### src/hw/usiPkg.sv
// Shared definitions for the USI register bus subsystem
// Address and data widths, block map, CSR offsets and the address view
// Modules import this package inside their body and use scoped names in headers
package usiPkg;

	// --------------------
	// Bus widths
	// --------------------
	localparam int usiAdrsWidth  = 24;
	localparam int usiDataWidth  = 32;
	localparam int usiBlockWidth = 8;
	localparam int usiOffWidth   = 16;

	// Slave blocks on the fabric, also the read-enable vector width
	localparam int usiBlocks = 2;

	// --------------------
	// Block map
	// --------------------
	localparam logic [usiBlockWidth-1:0] csrBlockId  = 8'h01;
	// Slot k answers block scratchBase + k
	localparam logic [usiBlockWidth-1:0] scratchBase = 8'h02;

	// Master CSR status offsets
	localparam logic [usiOffWidth-1:0] csrOffLastWd   = 16'h0000;
	localparam logic [usiOffWidth-1:0] csrOffLastAdrs = 16'h0004;
	localparam logic [usiOffWidth-1:0] csrOffWrCount  = 16'h0008;
	localparam logic [usiOffWidth-1:0] csrOffBusRd    = 16'h000C;
	localparam logic [usiOffWidth-1:0] csrOffREd      = 16'h0010;

	// Scratch block id register
	localparam logic [usiOffWidth-1:0] scratchOffId = 16'h0010;

	// AR handshake to RVALID, in cycles
	localparam int readLatency = 5;

	// AXI response code, always OKAY here
	localparam logic [1:0] axiRespOkay = 2'b00;

	// Block field above the offset field
	typedef struct packed {
		logic [usiBlockWidth-1:0] block;
		logic [usiOffWidth-1:0]   offset;
	} usiAdrsFieldsT;

	// Raw address or decoded fields of the same word
	typedef union packed {
		logic [usiAdrsWidth-1:0] raw;
		usiAdrsFieldsT           f;
	} usiAdrsT;

endpackage

### src/hw/usiBusIf.sv
// One USI link between a bus master and a slave
// Master drives the write command, slave answers with read data and its enable bit
// Instance one per link and connect through the master or slave modport
interface usiBusIf;
	import usiPkg::*;

	// Write command, registered by the master
	logic [usiDataWidth-1:0] wd;
	usiAdrsT                 adrs;
	// One cycle pulse per write
	logic                    wEd;

	// Read return, present for the current address
	logic [usiDataWidth-1:0] rd;
	// One bit per slave block
	logic [usiBlocks-1:0]    rEd;

	modport master (
		output wd, adrs, wEd,
		input  rd, rEd
	);

	modport slave (
		input  wd, adrs, wEd,
		output rd, rEd
	);

endinterface

### src/hw/axiLiteCsrBridge.sv
// AXI4-Lite slave that feeds the manual CSR port of the master CSR
// One transaction at a time, writes win over reads in the same idle cycle
// A write gives one wCke pulse, a read waits a fixed readLatency before RVALID
module axiLiteCsrBridge (
	input  logic                             iSCLK,
	input  logic                             iSRST,
	// AXI4-Lite slave
	input  logic [usiPkg::usiAdrsWidth-1:0]  awaddr,
	input  logic                             awvalid,
	output logic                             awready,
	input  logic [usiPkg::usiDataWidth-1:0]  wdata,
	input  logic                             wvalid,
	output logic                             wready,
	output logic [1:0]                       bresp,
	output logic                             bvalid,
	input  logic                             bready,
	input  logic [usiPkg::usiAdrsWidth-1:0]  araddr,
	input  logic                             arvalid,
	output logic                             arready,
	output logic [usiPkg::usiDataWidth-1:0]  rdata,
	output logic [1:0]                       rresp,
	output logic                             rvalid,
	input  logic                             rready,
	// Manual CSR port
	output logic [usiPkg::usiDataWidth-1:0]  wd,
	output usiPkg::usiAdrsT                  adrs,
	output logic                             wCke,
	input  logic [usiPkg::usiDataWidth-1:0]  rd
);
	import usiPkg::*;

	typedef enum logic [2:0] {
		stIdle,
		stWrCollect,
		stWrResp,
		stRdCount,
		stRdResp
	} stateT;

	localparam int cntWidth = $clog2(readLatency);

	stateT                   state;
	stateT                   nextState;
	// High while new AW, W or AR may be taken
	logic                    openQ;
	logic                    awHeld;
	logic                    wHeld;
	logic                    wCkeQ;
	logic                    bvalidQ;
	logic                    rvalidQ;
	logic [cntWidth-1:0]     rdCnt;
	usiAdrsT                 adrsQ;
	logic [usiDataWidth-1:0] wdQ;
	logic                    awFire;
	logic                    wFire;
	logic                    arFire;
	logic                    awDone;
	logic                    wDone;
	logic                    rdLast;

	// --------------------
	// Handshakes
	// --------------------
	assign awready = openQ && !awHeld;
	assign wready  = openQ && !wHeld;
	// Pending write channels keep AR waiting
	assign arready = openQ && (state == stIdle) && !awvalid && !wvalid;

	assign awFire = awvalid && awready;
	assign wFire  = wvalid && wready;
	assign arFire = arvalid && arready;

	// Channel taken earlier or in this cycle
	assign awDone = awHeld || awFire;
	assign wDone  = wHeld || wFire;

	// Final count cycle of a read
	assign rdLast = (state == stRdCount) && (rdCnt == '0);

	// --------------------
	// FSM
	// --------------------
	always_comb
	begin
		nextState = state;
		case (state)
			stIdle, stWrCollect:
			begin
				if (awDone && wDone)
					nextState = stWrResp;
				else if (awDone || wDone)
					nextState = stWrCollect;
				else if (arFire)
					nextState = stRdCount;
			end
			stWrResp:
			begin
				if (bvalidQ && bready)
					nextState = stIdle;
			end
			stRdCount:
			begin
				if (rdLast)
					nextState = stRdResp;
			end
			stRdResp:
			begin
				if (rvalidQ && rready)
					nextState = stIdle;
			end
			default:
				nextState = stIdle;
		endcase
	end

	always_ff @(posedge iSCLK)
	begin
		if (iSRST)
		begin
			state   <= stIdle;
			openQ   <= 1'b0;
			awHeld  <= 1'b0;
			wHeld   <= 1'b0;
			wCkeQ   <= 1'b0;
			bvalidQ <= 1'b0;
			rvalidQ <= 1'b0;
			rdCnt   <= '0;
			adrsQ   <= '0;
			wdQ     <= '0;
		end
		else
		begin
			state <= nextState;
			openQ <= (nextState == stIdle) || (nextState == stWrCollect);
			// Held flags drop once both channels are in
			awHeld <= awDone && !wDone;
			wHeld  <= wDone && !awDone;
			// Single strobe toward the CSR
			wCkeQ <= awDone && wDone;
			// Response rises with the CSR's bus strobe
			bvalidQ <= wCkeQ || (bvalidQ && !bready);
			rvalidQ <= rdLast || (rvalidQ && !rready);
			// Count ends one cycle before RVALID
			if (arFire)
				rdCnt <= cntWidth'(readLatency - 2);
			else if ((state == stRdCount) && (rdCnt != '0))
				rdCnt <= rdCnt - 1'b1;
			// AW and AR never fire together
			if (awFire)
				adrsQ.raw <= awaddr;
			else if (arFire)
				adrsQ.raw <= araddr;
			if (wFire)
				wdQ <= wdata;
		end
	end

	assign bresp  = axiRespOkay;
	assign bvalid = bvalidQ;
	assign rresp  = axiRespOkay;
	assign rvalid = rvalidQ;
	// CSR output register settles as RVALID rises, held while adrs holds
	assign rdata  = rd;
	assign wd     = wdQ;
	assign adrs   = adrsQ;
	assign wCke   = wCkeQ;

endmodule

### src/hw/microControllerCsr.sv
// Master control and status registers of the USI bus
// The manual port (wd, adrs, wCke) is registered onto the bus every cycle
// rd always shows the value for the current address, no handshake
// Block csrBlockId returns the status registers, any other block the bus data
module microControllerCsr (
	input  logic                            iSCLK,
	input  logic                            iSRST,
	input  logic [usiPkg::usiDataWidth-1:0] wd,
	input  usiPkg::usiAdrsT                 adrs,
	input  logic                            wCke,
	output logic [usiPkg::usiDataWidth-1:0] rd,
	usiBusIf.master                         bus
);
	import usiPkg::*;

	// Status registers
	logic [usiDataWidth-1:0] lastWd;
	usiAdrsT                 lastAdrs;
	logic [usiDataWidth-1:0] wrCount;
	logic [usiDataWidth-1:0] lastBusRd;
	logic [usiBlocks-1:0]    lastREd;
	// Bus read word, one stage behind the slaves
	logic [usiDataWidth-1:0] busRdQ;

	// --------------------
	// Bus command and capture
	// --------------------
	always_ff @(posedge iSCLK)
	begin
		if (iSRST)
		begin
			bus.wd    <= '0;
			bus.adrs  <= '0;
			bus.wEd   <= 1'b0;
			busRdQ    <= '0;
			lastWd    <= '0;
			lastAdrs  <= '0;
			wrCount   <= '0;
			lastBusRd <= '0;
			lastREd   <= '0;
		end
		else
		begin
			// Registered strobe becomes the wEd pulse
			bus.wd   <= wd;
			bus.adrs <= adrs;
			bus.wEd  <= wCke;
			// No answering block reads as zero
			busRdQ <= (|bus.rEd) ? bus.rd : '0;
			// Write history
			if (wCke)
			begin
				lastWd   <= wd;
				lastAdrs <= adrs;
				wrCount  <= wrCount + 1'b1;
			end
			// Keep last answer from a mapped block
			if (|bus.rEd)
			begin
				lastBusRd <= bus.rd;
				lastREd   <= bus.rEd;
			end
		end
	end

	// --------------------
	// Processor read
	// --------------------
	always_ff @(posedge iSCLK)
	begin
		if (iSRST)
			rd <= '0;
		else if (adrs.f.block == csrBlockId)
		begin
			case (adrs.f.offset)
				csrOffLastWd:   rd <= lastWd;
				csrOffLastAdrs: rd <= usiDataWidth'(lastAdrs.raw);
				csrOffWrCount:  rd <= wrCount;
				csrOffBusRd:    rd <= lastBusRd;
				csrOffREd:      rd <= usiDataWidth'(lastREd);
				default:        rd <= '0;
			endcase
		end
		else
			rd <= busRdQ;
	end

endmodule

### src/hw/usiBusFabric.sv
// Fabric between the master CSR and the slave blocks
// Broadcasts data and address, gates wEd by the block field of the address
// Merges slave read data by their read-enable bits, unmapped blocks read zero
// Slot k of down answers block scratchBase + k
module usiBusFabric (
	usiBusIf.slave  up,
	usiBusIf.master down [usiPkg::usiBlocks]
);
	import usiPkg::*;

	// Per-slot read data after gating
	logic [usiDataWidth-1:0] gatedRd [usiBlocks];
	// Per-slot enable vectors
	logic [usiBlocks-1:0]    slotREd [usiBlocks];
	logic [usiDataWidth-1:0] mergedRd;
	logic [usiBlocks-1:0]    mergedREd;

	// --------------------
	// Downstream links
	// --------------------
	for (genvar k = 0; k < usiBlocks; k++)
	begin : slotGen
		localparam logic [usiBlockWidth-1:0] blockNum = scratchBase + usiBlockWidth'(k);

		assign down[k].wd   = up.wd;
		assign down[k].adrs = up.adrs;
		// Strobe only toward the addressed block
		assign down[k].wEd  = up.wEd && (up.adrs.f.block == blockNum);

		// A slot counts only with its own enable bit
		assign gatedRd[k] = down[k].rEd[k] ? down[k].rd : '0;
		assign slotREd[k] = down[k].rEd;
	end

	// --------------------
	// Read merge
	// --------------------
	always_comb
	begin
		mergedRd  = '0;
		mergedREd = '0;
		for (int k = 0; k < usiBlocks; k++)
		begin
			mergedRd  = mergedRd | gatedRd[k];
			mergedREd = mergedREd | slotREd[k];
		end
	end

	assign up.rd  = mergedRd;
	assign up.rEd = mergedREd;

endmodule

### src/hw/usiScratchBlock.sv
// USI slave with four scratch words and a read-only block number
// Offsets 0x0 to 0xC hold the words, offset 0x10 returns the block number
// Answers with registered rd and its own rEd bit when its block is addressed
// The slot parameter places the block at scratchBase + slot
module usiScratchBlock #(
	parameter int slot = 0
) (
	input  logic    iSCLK,
	input  logic    iSRST,
	usiBusIf.slave  bus
);
	import usiPkg::*;

	localparam logic [usiBlockWidth-1:0] blockNum = scratchBase + usiBlockWidth'(slot);
	// Own bit of the read-enable vector
	localparam logic [usiBlocks-1:0]     ownBit   = usiBlocks'(1) << slot;

	logic [usiDataWidth-1:0] regs [4];
	logic                    hit;
	logic                    wordHit;
	logic [1:0]              wordSel;

	assign hit     = (bus.adrs.f.block == blockNum);
	// Word aligned offsets below 0x10
	assign wordHit = (bus.adrs.f.offset[usiOffWidth-1:4] == '0) &&
	                 (bus.adrs.f.offset[1:0] == 2'b00);
	assign wordSel = bus.adrs.f.offset[3:2];

	// --------------------
	// Write and read
	// --------------------
	always_ff @(posedge iSCLK)
	begin
		if (iSRST)
		begin
			for (int i = 0; i < 4; i++)
				regs[i] <= '0;
			bus.rd  <= '0;
			bus.rEd <= '0;
		end
		else
		begin
			// Fabric already matched the block
			if (bus.wEd && wordHit)
				regs[wordSel] <= bus.wd;
			if (hit)
			begin
				bus.rEd <= ownBit;
				if (wordHit)
					bus.rd <= regs[wordSel];
				else if (bus.adrs.f.offset == scratchOffId)
					bus.rd <= usiDataWidth'(blockNum);
				else
					bus.rd <= '0;
			end
			else
			begin
				// Silent when another block is addressed
				bus.rd  <= '0;
				bus.rEd <= '0;
			end
		end
	end

endmodule

### src/hw/usiSubsystemTop.sv
// Top of the USI control path with plain AXI4-Lite slave ports
// AXI bridge -> master CSR -> fabric -> scratch blocks in slots 0 and 1
module usiSubsystemTop (
	input  logic                            iSCLK,
	input  logic                            iSRST,
	input  logic [usiPkg::usiAdrsWidth-1:0] awaddr,
	input  logic                            awvalid,
	output logic                            awready,
	input  logic [usiPkg::usiDataWidth-1:0] wdata,
	input  logic                            wvalid,
	output logic                            wready,
	output logic [1:0]                      bresp,
	output logic                            bvalid,
	input  logic                            bready,
	input  logic [usiPkg::usiAdrsWidth-1:0] araddr,
	input  logic                            arvalid,
	output logic                            arready,
	output logic [usiPkg::usiDataWidth-1:0] rdata,
	output logic [1:0]                      rresp,
	output logic                            rvalid,
	input  logic                            rready
);
	import usiPkg::*;

	// Manual CSR port
	logic [usiDataWidth-1:0] csrWd;
	usiAdrsT                 csrAdrs;
	logic                    csrWCke;
	logic [usiDataWidth-1:0] csrRd;

	// USI links
	usiBusIf csrBus ();
	usiBusIf blockBus [usiBlocks] ();

	axiLiteCsrBridge bridge (
		.iSCLK   (iSCLK),
		.iSRST   (iSRST),
		.awaddr  (awaddr),
		.awvalid (awvalid),
		.awready (awready),
		.wdata   (wdata),
		.wvalid  (wvalid),
		.wready  (wready),
		.bresp   (bresp),
		.bvalid  (bvalid),
		.bready  (bready),
		.araddr  (araddr),
		.arvalid (arvalid),
		.arready (arready),
		.rdata   (rdata),
		.rresp   (rresp),
		.rvalid  (rvalid),
		.rready  (rready),
		.wd      (csrWd),
		.adrs    (csrAdrs),
		.wCke    (csrWCke),
		.rd      (csrRd)
	);

	microControllerCsr csr (
		.iSCLK (iSCLK),
		.iSRST (iSRST),
		.wd    (csrWd),
		.adrs  (csrAdrs),
		.wCke  (csrWCke),
		.rd    (csrRd),
		.bus   (csrBus.master)
	);

	usiBusFabric fabric (
		.up   (csrBus.slave),
		.down (blockBus)
	);

	// --------------------
	// Scratch blocks
	// --------------------
	for (genvar k = 0; k < usiBlocks; k++)
	begin : blockGen
		usiScratchBlock #(
			.slot (k)
		) scratch (
			.iSCLK (iSCLK),
			.iSRST (iSRST),
			.bus   (blockBus[k].slave)
		);
	end

endmodule

### config.mk
export PLATFORM = sky130hd
export DESIGN_NAME = usiSubsystemTop
export DESIGN_NICKNAME = d
export VERILOG_FILES = /design/src/hw/usiPkg.sv /design/src/hw/usiBusIf.sv /design/src/hw/axiLiteCsrBridge.sv /design/src/hw/microControllerCsr.sv /design/src/hw/usiBusFabric.sv /design/src/hw/usiScratchBlock.sv /design/src/hw/usiSubsystemTop.sv
export SDC_FILE = /design/constraint.sdc
export NUM_CORES = 1
export LEC_CHECK = 0
export ABC_AREA = 1
export BUFFER_PORTS_ARGS = -buffer_cell sky130_fd_sc_hd__buf_2
export CORE_ASPECT_RATIO = 1.1
export CORE_MARGIN = 4
export CORE_UTILIZATION = 35
export DETAILED_ROUTE_END_ITERATION = 8
export PLACE_DENSITY_LB_ADDON = 0.12
export SLEW_MARGIN = 25
export SYNTH_ARGS = -nofsm -noshare
export SYNTH_HDL_FRONTEND = slang
export SYNTH_SLANG_ARGS = --single-unit
### constraint.sdc
create_clock -name iSCLK -period 4.5 [get_ports iSCLK]
set_input_delay 0.225 -clock iSCLK [delete_from_list [all_inputs] [get_ports iSCLK]]
set_output_delay 0.225 -clock iSCLK [all_outputs]
set_load 0.005 [all_outputs]
==> results.yml, run 1 <==
floorplan:
  core-area_um2: 69250
  io_pins: 128
  num_rows: 101
  die_area_um2: 74330
  initial_core_util: 0.3539
  die_y_um: 285.5
  fp.dieW_um: 260.3
placement:
  io_buffers: 123
  place_hpwl_um: 46240
  place.gp.congestion: 0.8375
setup_path:
  ff2ff_setup_slack_ns: 1.92
  start_kind: "register"
  r2r-end: "blockGen[0].scratch.regs[1][11]"
  crit_path_max_fanout: 27
  worst_r2r_path_depth: 8
  crit_required_ns: 4.80
  r2r-start: "csr.bus.adrs[9]"
  critPathCaptureType: "register"
  crit_type: "register to register"
  arrival_ns: 2.89
clock_network:
  cts.clk_slew.worst_paths_ns: 0.06
  insertion_delay_ns: 0.61
  cts_hold_buf: 78
  cts_tree: "yes"
  clockRootBuffer: "clkbuf_16"
  post-cts-setup-buffers: 0
  cts_buffers: 68
  cts.htree.levels: 3
  cts.sinks: 633
  cts_resized: 0
  cts_max_path_buffers: 3
synth:
  synth_top_area_cell: "edfxtp_1"
  synth_top_area_share: 0.3137
  yosysUniqueCellTypes: 38
  syn_inst: 2615
  ys_seq_area_frac: 0.6216
  synth_warnings: 0
  syn_avg_cell_area_um2: 9.372
  synth-seq-cells: 633
  syn-cell-area_um2: 24510
  synth_area_leaders: "edfxtp_1, dfxtp_1, nand2_1, nor2_1, o21ai_0"
routing:
  vias: 18900
  via_per_inst: 5.068
  ant_nets: 0
  route.detailed.drc: 0
  wl_per_cell_um: 19.35
  first_pass_iters: 7
  totalWireLength_um: 72170
  drt_iter0_markers: 1421
job:
  cap_violations: 0
cells_and_area:
  ff_latch_area_um2: 15240
  nFillCells: 6899
  multi_input_area_um2: 7835
  utilization: 0.4195
  drive_gt1_frac: 0.1181
  antennaDiodeCount: 0
  fin_nets: 2836
  syn2layout_area_growth_pct: 18.53
min_path:
  min_from: "wdata[1]"
  hold_path_class: "input port to register"
  hold_depth: 3
  min_to: "bridge.wd[1]"
grt:
  grt_pass1_wl_um: 110100
  grt_max_degree: 97
  grt_overflow: 0
  first_global_vias: 18600
  grt_use_total: 0.1897
  grt_antenna_before_repair: 2
sta:
  slew_viol_final: 0
  maxSlewHeadroom: 0.3150
  clock.fmax_mhz: 387.1
  post-route-period-util: 0.5741
  fin_crit_ns: 2.584
  rsz0062_at_grt: "no"
  timing_hold_violations_final: 0
  worst_slew_pin_slew_ns: 1.026
  setup_violations: 0
  fin_skew_ns: 0.01886
  setup-tns-final_ns: 0
run_status:
  run_status: "completed"
power_and_ir_drop:
  p_per_area_nw_per_um2: 498.7
  leakagePower_nw: 10.44
  ir_drop_uv: 281.2
[kinds of logic after synthesis]
family	share of synthesized area
AND/OR/NAND/NOR	0.1780
other	0.0001530
XOR/XNOR	0.001787
adder cells (fa/ha/maj)	0.001532
buffers and inverters	0.06290
AO/OA/AOI/OAI	0.1341
flip-flops	0.6216
[where the power goes]
group / total, mW / leakage (nW) / internal (mW) / switching (mW)
sequential: 6.55 / 5.70 / 6.34 / 0.206
clock: 5.69 / 1.12 / 3.36 / 2.34
combinational: 2.25 / 3.62 / 0.563 / 1.69
[worst max-delay path by stage]
stage	from	to	slack, ns	cells past startpoint
final	csr.bus.adrs[9]	blockGen[0].scratch.regs[1][11]	1.92	8
after floorplan	csr.bus.adrs[23]	blockGen[0].scratch.regs[0][0]	0.58	8
after global routing	csr.bus.adrs[4]	blockGen[0].scratch.regs[1][8]	1.70	6
after CTS	csr.bus.adrs[9]	blockGen[0].scratch.regs[1][4]	1.87	8
after global placement	iSRST	blockGen[0].scratch.regs[1][11]	1.60	6
after detailed placement	iSRST	blockGen[0].scratch.regs[1][5]	1.74	7
[cell usage after synthesis]
| cell type | n |
|---|---|
| xor2_1 | 4 |
| a211oi_1 | 1 |
| nor4_1 | 2 |
| clkbuf_1 | 125 |
| o21ai_0 | 208 |
| buf_2 | 44 |
| nand3_2 | 1 |
| nor3_2 | 1 |
| edfxtp_1 | 256 |
| xnor2_1 | 1 |
| a21oi_1 | 175 |
| inv_2 | 4 |
| nand4_1 | 34 |
| ha_1 | 3 |
| a41oi_1 | 1 |
| nand3_1 | 129 |
| buf_4 | 6 |
| inv_1 | 192 |
| o21a_1 | 65 |
| a22oi_1 | 3 |
| nor2_4 | 1 |
| dfxtp_1 | 377 |
| nor3_1 | 146 |
| nand4_2 | 1 |
| o22ai_1 | 2 |
| nor2_2 | 23 |
| nand3b_1 | 3 |
| buf_1 | 7 |
| nor3b_2 | 1 |
| nor2_1 | 289 |
| o21ai_1 | 1 |
| and3_1 | 1 |
| nand2_1 | 382 |
| a22o_1 | 32 |
| nand2_2 | 2 |
| a31oi_1 | 87 |
| conb_1 | 1 |
| buf_6 | 4 |
[registers in the layout, indices dropped and copies added (netlist names), 2 cells and up]
name                      count
blockGen.scratch.regs       256
blockGen.scratch.bus.rd      64
bridge.wd                    32
csr.bus.wd                   32
csr.busRdQ                   32
csr.lastBusRd                32
csr.lastWd                   32
csr.rd                       32
csr.wrCount                  32
bridge.adrs                  24
csr.bus.adrs                 24
csr.lastAdrs                 24
bridge.rdCnt                  3
bridge.state                  3
blockGen.scratch.bus.rEd      2
csr.lastREd                   2
[layer usage]
layer,share of wire,vias up,GRT usage
li1,-,9173,-
met1,0.45,9160,0.2589
met2,0.47,467,0.3140
met3,0.051,100,0.02807
met4,0.023,0,0.05543
met5,0,-,0
[worst max-delay path, cell delays in order, from the launching register on]
cell     delay (ns)
dfxtp_1        0.31
nor2_1         0.10
nand2_1        0.06
nor2_1         0.14
nand3_2        0.21
nor2_2         0.29
nand2_4        0.25
o21ai_4        0.67
buf_16         0.23
[area by class of cell]
cell class	count	share of cell area
inverters	196	0.02541
repair buffers	244	0.06228
well taps	927	0.03993
flip-flops and latches	633	0.5247
multi-input cells	1603	0.2697
clock inverters	31	0.01167
clock buffers	95	0.06624
[layout by cell type, fill, tap and decap left out, types with 6 or more instances in the layout]
cell type	instances
buf_2	122
a31oi_1	87
buf_4	38
inv_6	6
clkbuf_8	10
nor2_2	26
clkbuf_16	69
nand2_1	381
edfxtp_1	256
a21oi_1	175
nand4_1	34
dlygate4sd3_1	78
a22o_1	32
clkinv_2	14
clkbuf_1	16
dfxtp_1	372
o21ai_0	204
bufinv_16	6
nand3_1	129
inv_1	187
nor2_1	283
o21a_1	65
nor3_1	146
inv_2	8
[per-stage QoR]
stage | setup slack (ns) | std cells | instance area (µm²) | hold WS, ns | total power [mW]
floorplan | 0.5824 | 2618 | 24520 | 0.3839 | 7.992
global placement | 1.597 | 3520 | 25890 | 0.4376 | 8.766
detailed placement | 1.743 | 3525 | 26000 | 0.4384 | 8.783
CTS | 1.873 | 3729 | 29050 | 0.02884 | 14.63
global route | 1.700 | 3729 | 29050 | 0.05448 | 15.13
finish | 1.916 | 3729 | 29050 | 0.04575 | 14.49
Note: power is estimated with default switching activity, not from simulation.
==> inputs of run 2 (changes only) <==
Clock period 4.5 ns to 2.4 ns, I/O delays scaled along.
==> results.yml, run 2 (synthesized netlist as in run 1, its figures left out) <==
run_status:
  run_status: "completed"
placement:
  place_hpwl_um: 46470
  io_buffers: 123
  place_ws_ns: 0.2598
  place.gp.congestion: 0.8408
  dp.cells: 3543
routing:
  route.detailed.drc: 0
  drt_iter0_markers: 1213
  first_pass_iters: 5
  vias: 19013
  wl_per_cell_um: 19.53
  via_per_inst: 5.062
  totalWireLength_um: 73370
  ant_nets: 0
clock_network:
  cts_tree: "yes"
  cts_buffers: 69
  cts.sinks: 633
  cts.htree.levels: 3
  insertion_delay_ns: 0.61
  cts.clk_slew.worst_paths_ns: 0.06
  clockRootBuffer: "clkbuf_16"
  cts_max_path_buffers: 3
grt:
  grt_use_total: 0.1933
  grt_overflow: 0
  use_met1: 0.2656
  grt_pass1_wl_um: 112100
  grt_antenna_before_repair: 3
  first_global_vias: 18980
  use_met2: 0.3172
  grt_max_degree: 145
  grt_busiest_layer: "met2"
  grtUsageMet3: 0.02807
power_and_ir_drop:
  p_per_area_nw_per_um2: 932.4
  clkPwrFrac: 0.391
  ir_drop_uv: 847.4
  seq_power_share: 0.446
  power_mw: 27.47
  netSwitchingFraction: 0.2924
  combPwrFrac: 0.164
  internal_power_mw: 19.44
  leakagePower_nw: 10.59
  p_sw_mw: 8.034
cells_and_area:
  largest_reg_flops: 256
  fin_cells: 3756
  syn2layout_area_growth_pct: 20.21
  reg_top3: "blockGen.scratch.regs: 256 flops, blockGen.scratch.bus.rd: 64 flops"
  most-common-layout-cells: "nand2_1, dfxtp_1, nor2_1"
  drive_gt1_frac: 0.1227
  final_common_cell: "nand2_1"
  antennaDiodeCount: 0
  regMostFlops: "blockGen.scratch.regs"
  fin_nets: 2863
job:
  cap_violations: 0
setup_path:
  crit_path_max_incr_delay_ns: 0.35
  worst_r2r_path_depth: 8
  crit_path_max_fanout: 12
  path_depth: 8
  critPathCaptureType: "register"
  arrival_ns: 2.46
  path_common_cell: "nor2_1"
  crit_family: "simple AND/OR/NAND/NOR gates"
  worstPathCellList: "nor2_1 -> nand2_1 -> nor2_1 -> nand3_2 -> nor2_2 -> nand2_4 -> o21ai_4 -> buf_4"
  start_kind: "register"
  crit_buf_inv: 1
  critical_path.slowest_cell: "nor2_2"
  crit_type: "register to register"
  crit_required_ns: 2.68
sta:
  fin_crit_ns: 2.186
  worst_slew_pin_slew_ns: 0.7887
  timing_hold_violations_final: 0
  maxSlewHeadroom: 0.4742
  fin_ws_ns: 0.2138
  clock.fmax_mhz: 457.4
  fin_skew_ns: 0.02104
  rsz0062_at_grt: "no"
  slew_viol_final: 0
  setup_violations: 0
  post-route-period-util: 0.9109
  setup-tns-final_ns: 0
  holdWs_ns: 0.1463
floorplan:
  die_y_um: 285.5
  num_rows: 101
  initial_core_util: 0.3539
  fp.dieW_um: 260.3
  core-area_um2: 69250
  io_pins: 128
  die_area_um2: 74330
min_path:
  hold_path_class: "input port to register"
  hold_depth: 7
## run 2: cell count changes in the layout (fill, tap and decap cells not counted), sizes merged, moves of 2 or more
cell,previous run,this run
clkinv,17,13
clkinvlp,2,4
clkbuf,95,99
dlygate4sd3,78,85
buf,166,184
## run 2: per-layer routing
metal | up-vias | routed length (µm)
met3 | 96 | 3614
li1 | 9225 | -
met2 | 460 | 34330
met1 | 9230 | 33560
met5 | - | 13
met4 | 2 | 1846
## run 2: power by group through the flow
stage / Sequential (mW) / Combinational [mW] / Clock [mW]
after floorplan: 12.3 / 2.66 / 0
after global placement: 12.5 / 4.17 / 0
after global routing: 12.3 / 4.93 / 11.4
after detailed placement: 12.5 / 4.20 / 0
final: 12.2 / 4.49 / 10.7
after CTS: 12.2 / 4.42 / 11.0
## run 2: worst register-to-register path: stages, from the launching register on
cell and delay [ns]:
dfxtp_1 0.32, nor2_1 0.11, nand2_1 0.06, nor2_1 0.15, nand3_2 0.21, nor2_2 0.35
nand2_4 0.20, o21ai_4 0.21, buf_4 0.25
## run 2: stage by stage
stage               cell area [µm²]    util
finish                        29460  0.4254
global route                  29460  0.4254
CTS                           29410  0.4247
detailed placement            26280  0.3794
global placement              26280  0.3794
floorplan                     24550       -
## run 2: path summary, 6_finish.rpt
kind	start	endpoint	slack [ns]
max	csr.bus.adrs[9]	blockGen[0].scratch.regs[0][7]	0.21
min	awvalid	bridge.rdCnt[2]	0.15
max reg2reg	csr.bus.adrs[9]	blockGen[0].scratch.regs[0][7]	0.21
min reg2reg	csr.busRdQ[26]	csr.rd[26]	0.45
## run 2: cell type report
cell class / count / area, µm²
inverter: 196 / 738.2
sequential: 633 / 15240
timing repair buffer: 270 / 2190
clock buffer: 98 / 1979
fill: 6851 / 39790
tap: 927 / 1160
multi-input combinational: 1603 / 7850
clock inverter: 29 / 304.0
## run 2: what timing repair did
item                       4_1_cts  5_1_grt
resized for setup                0        8
setup buffers                    0        0
hold buffers                    85        0
setup endpoints to repair        0       17
hold endpoints to repair        66        0
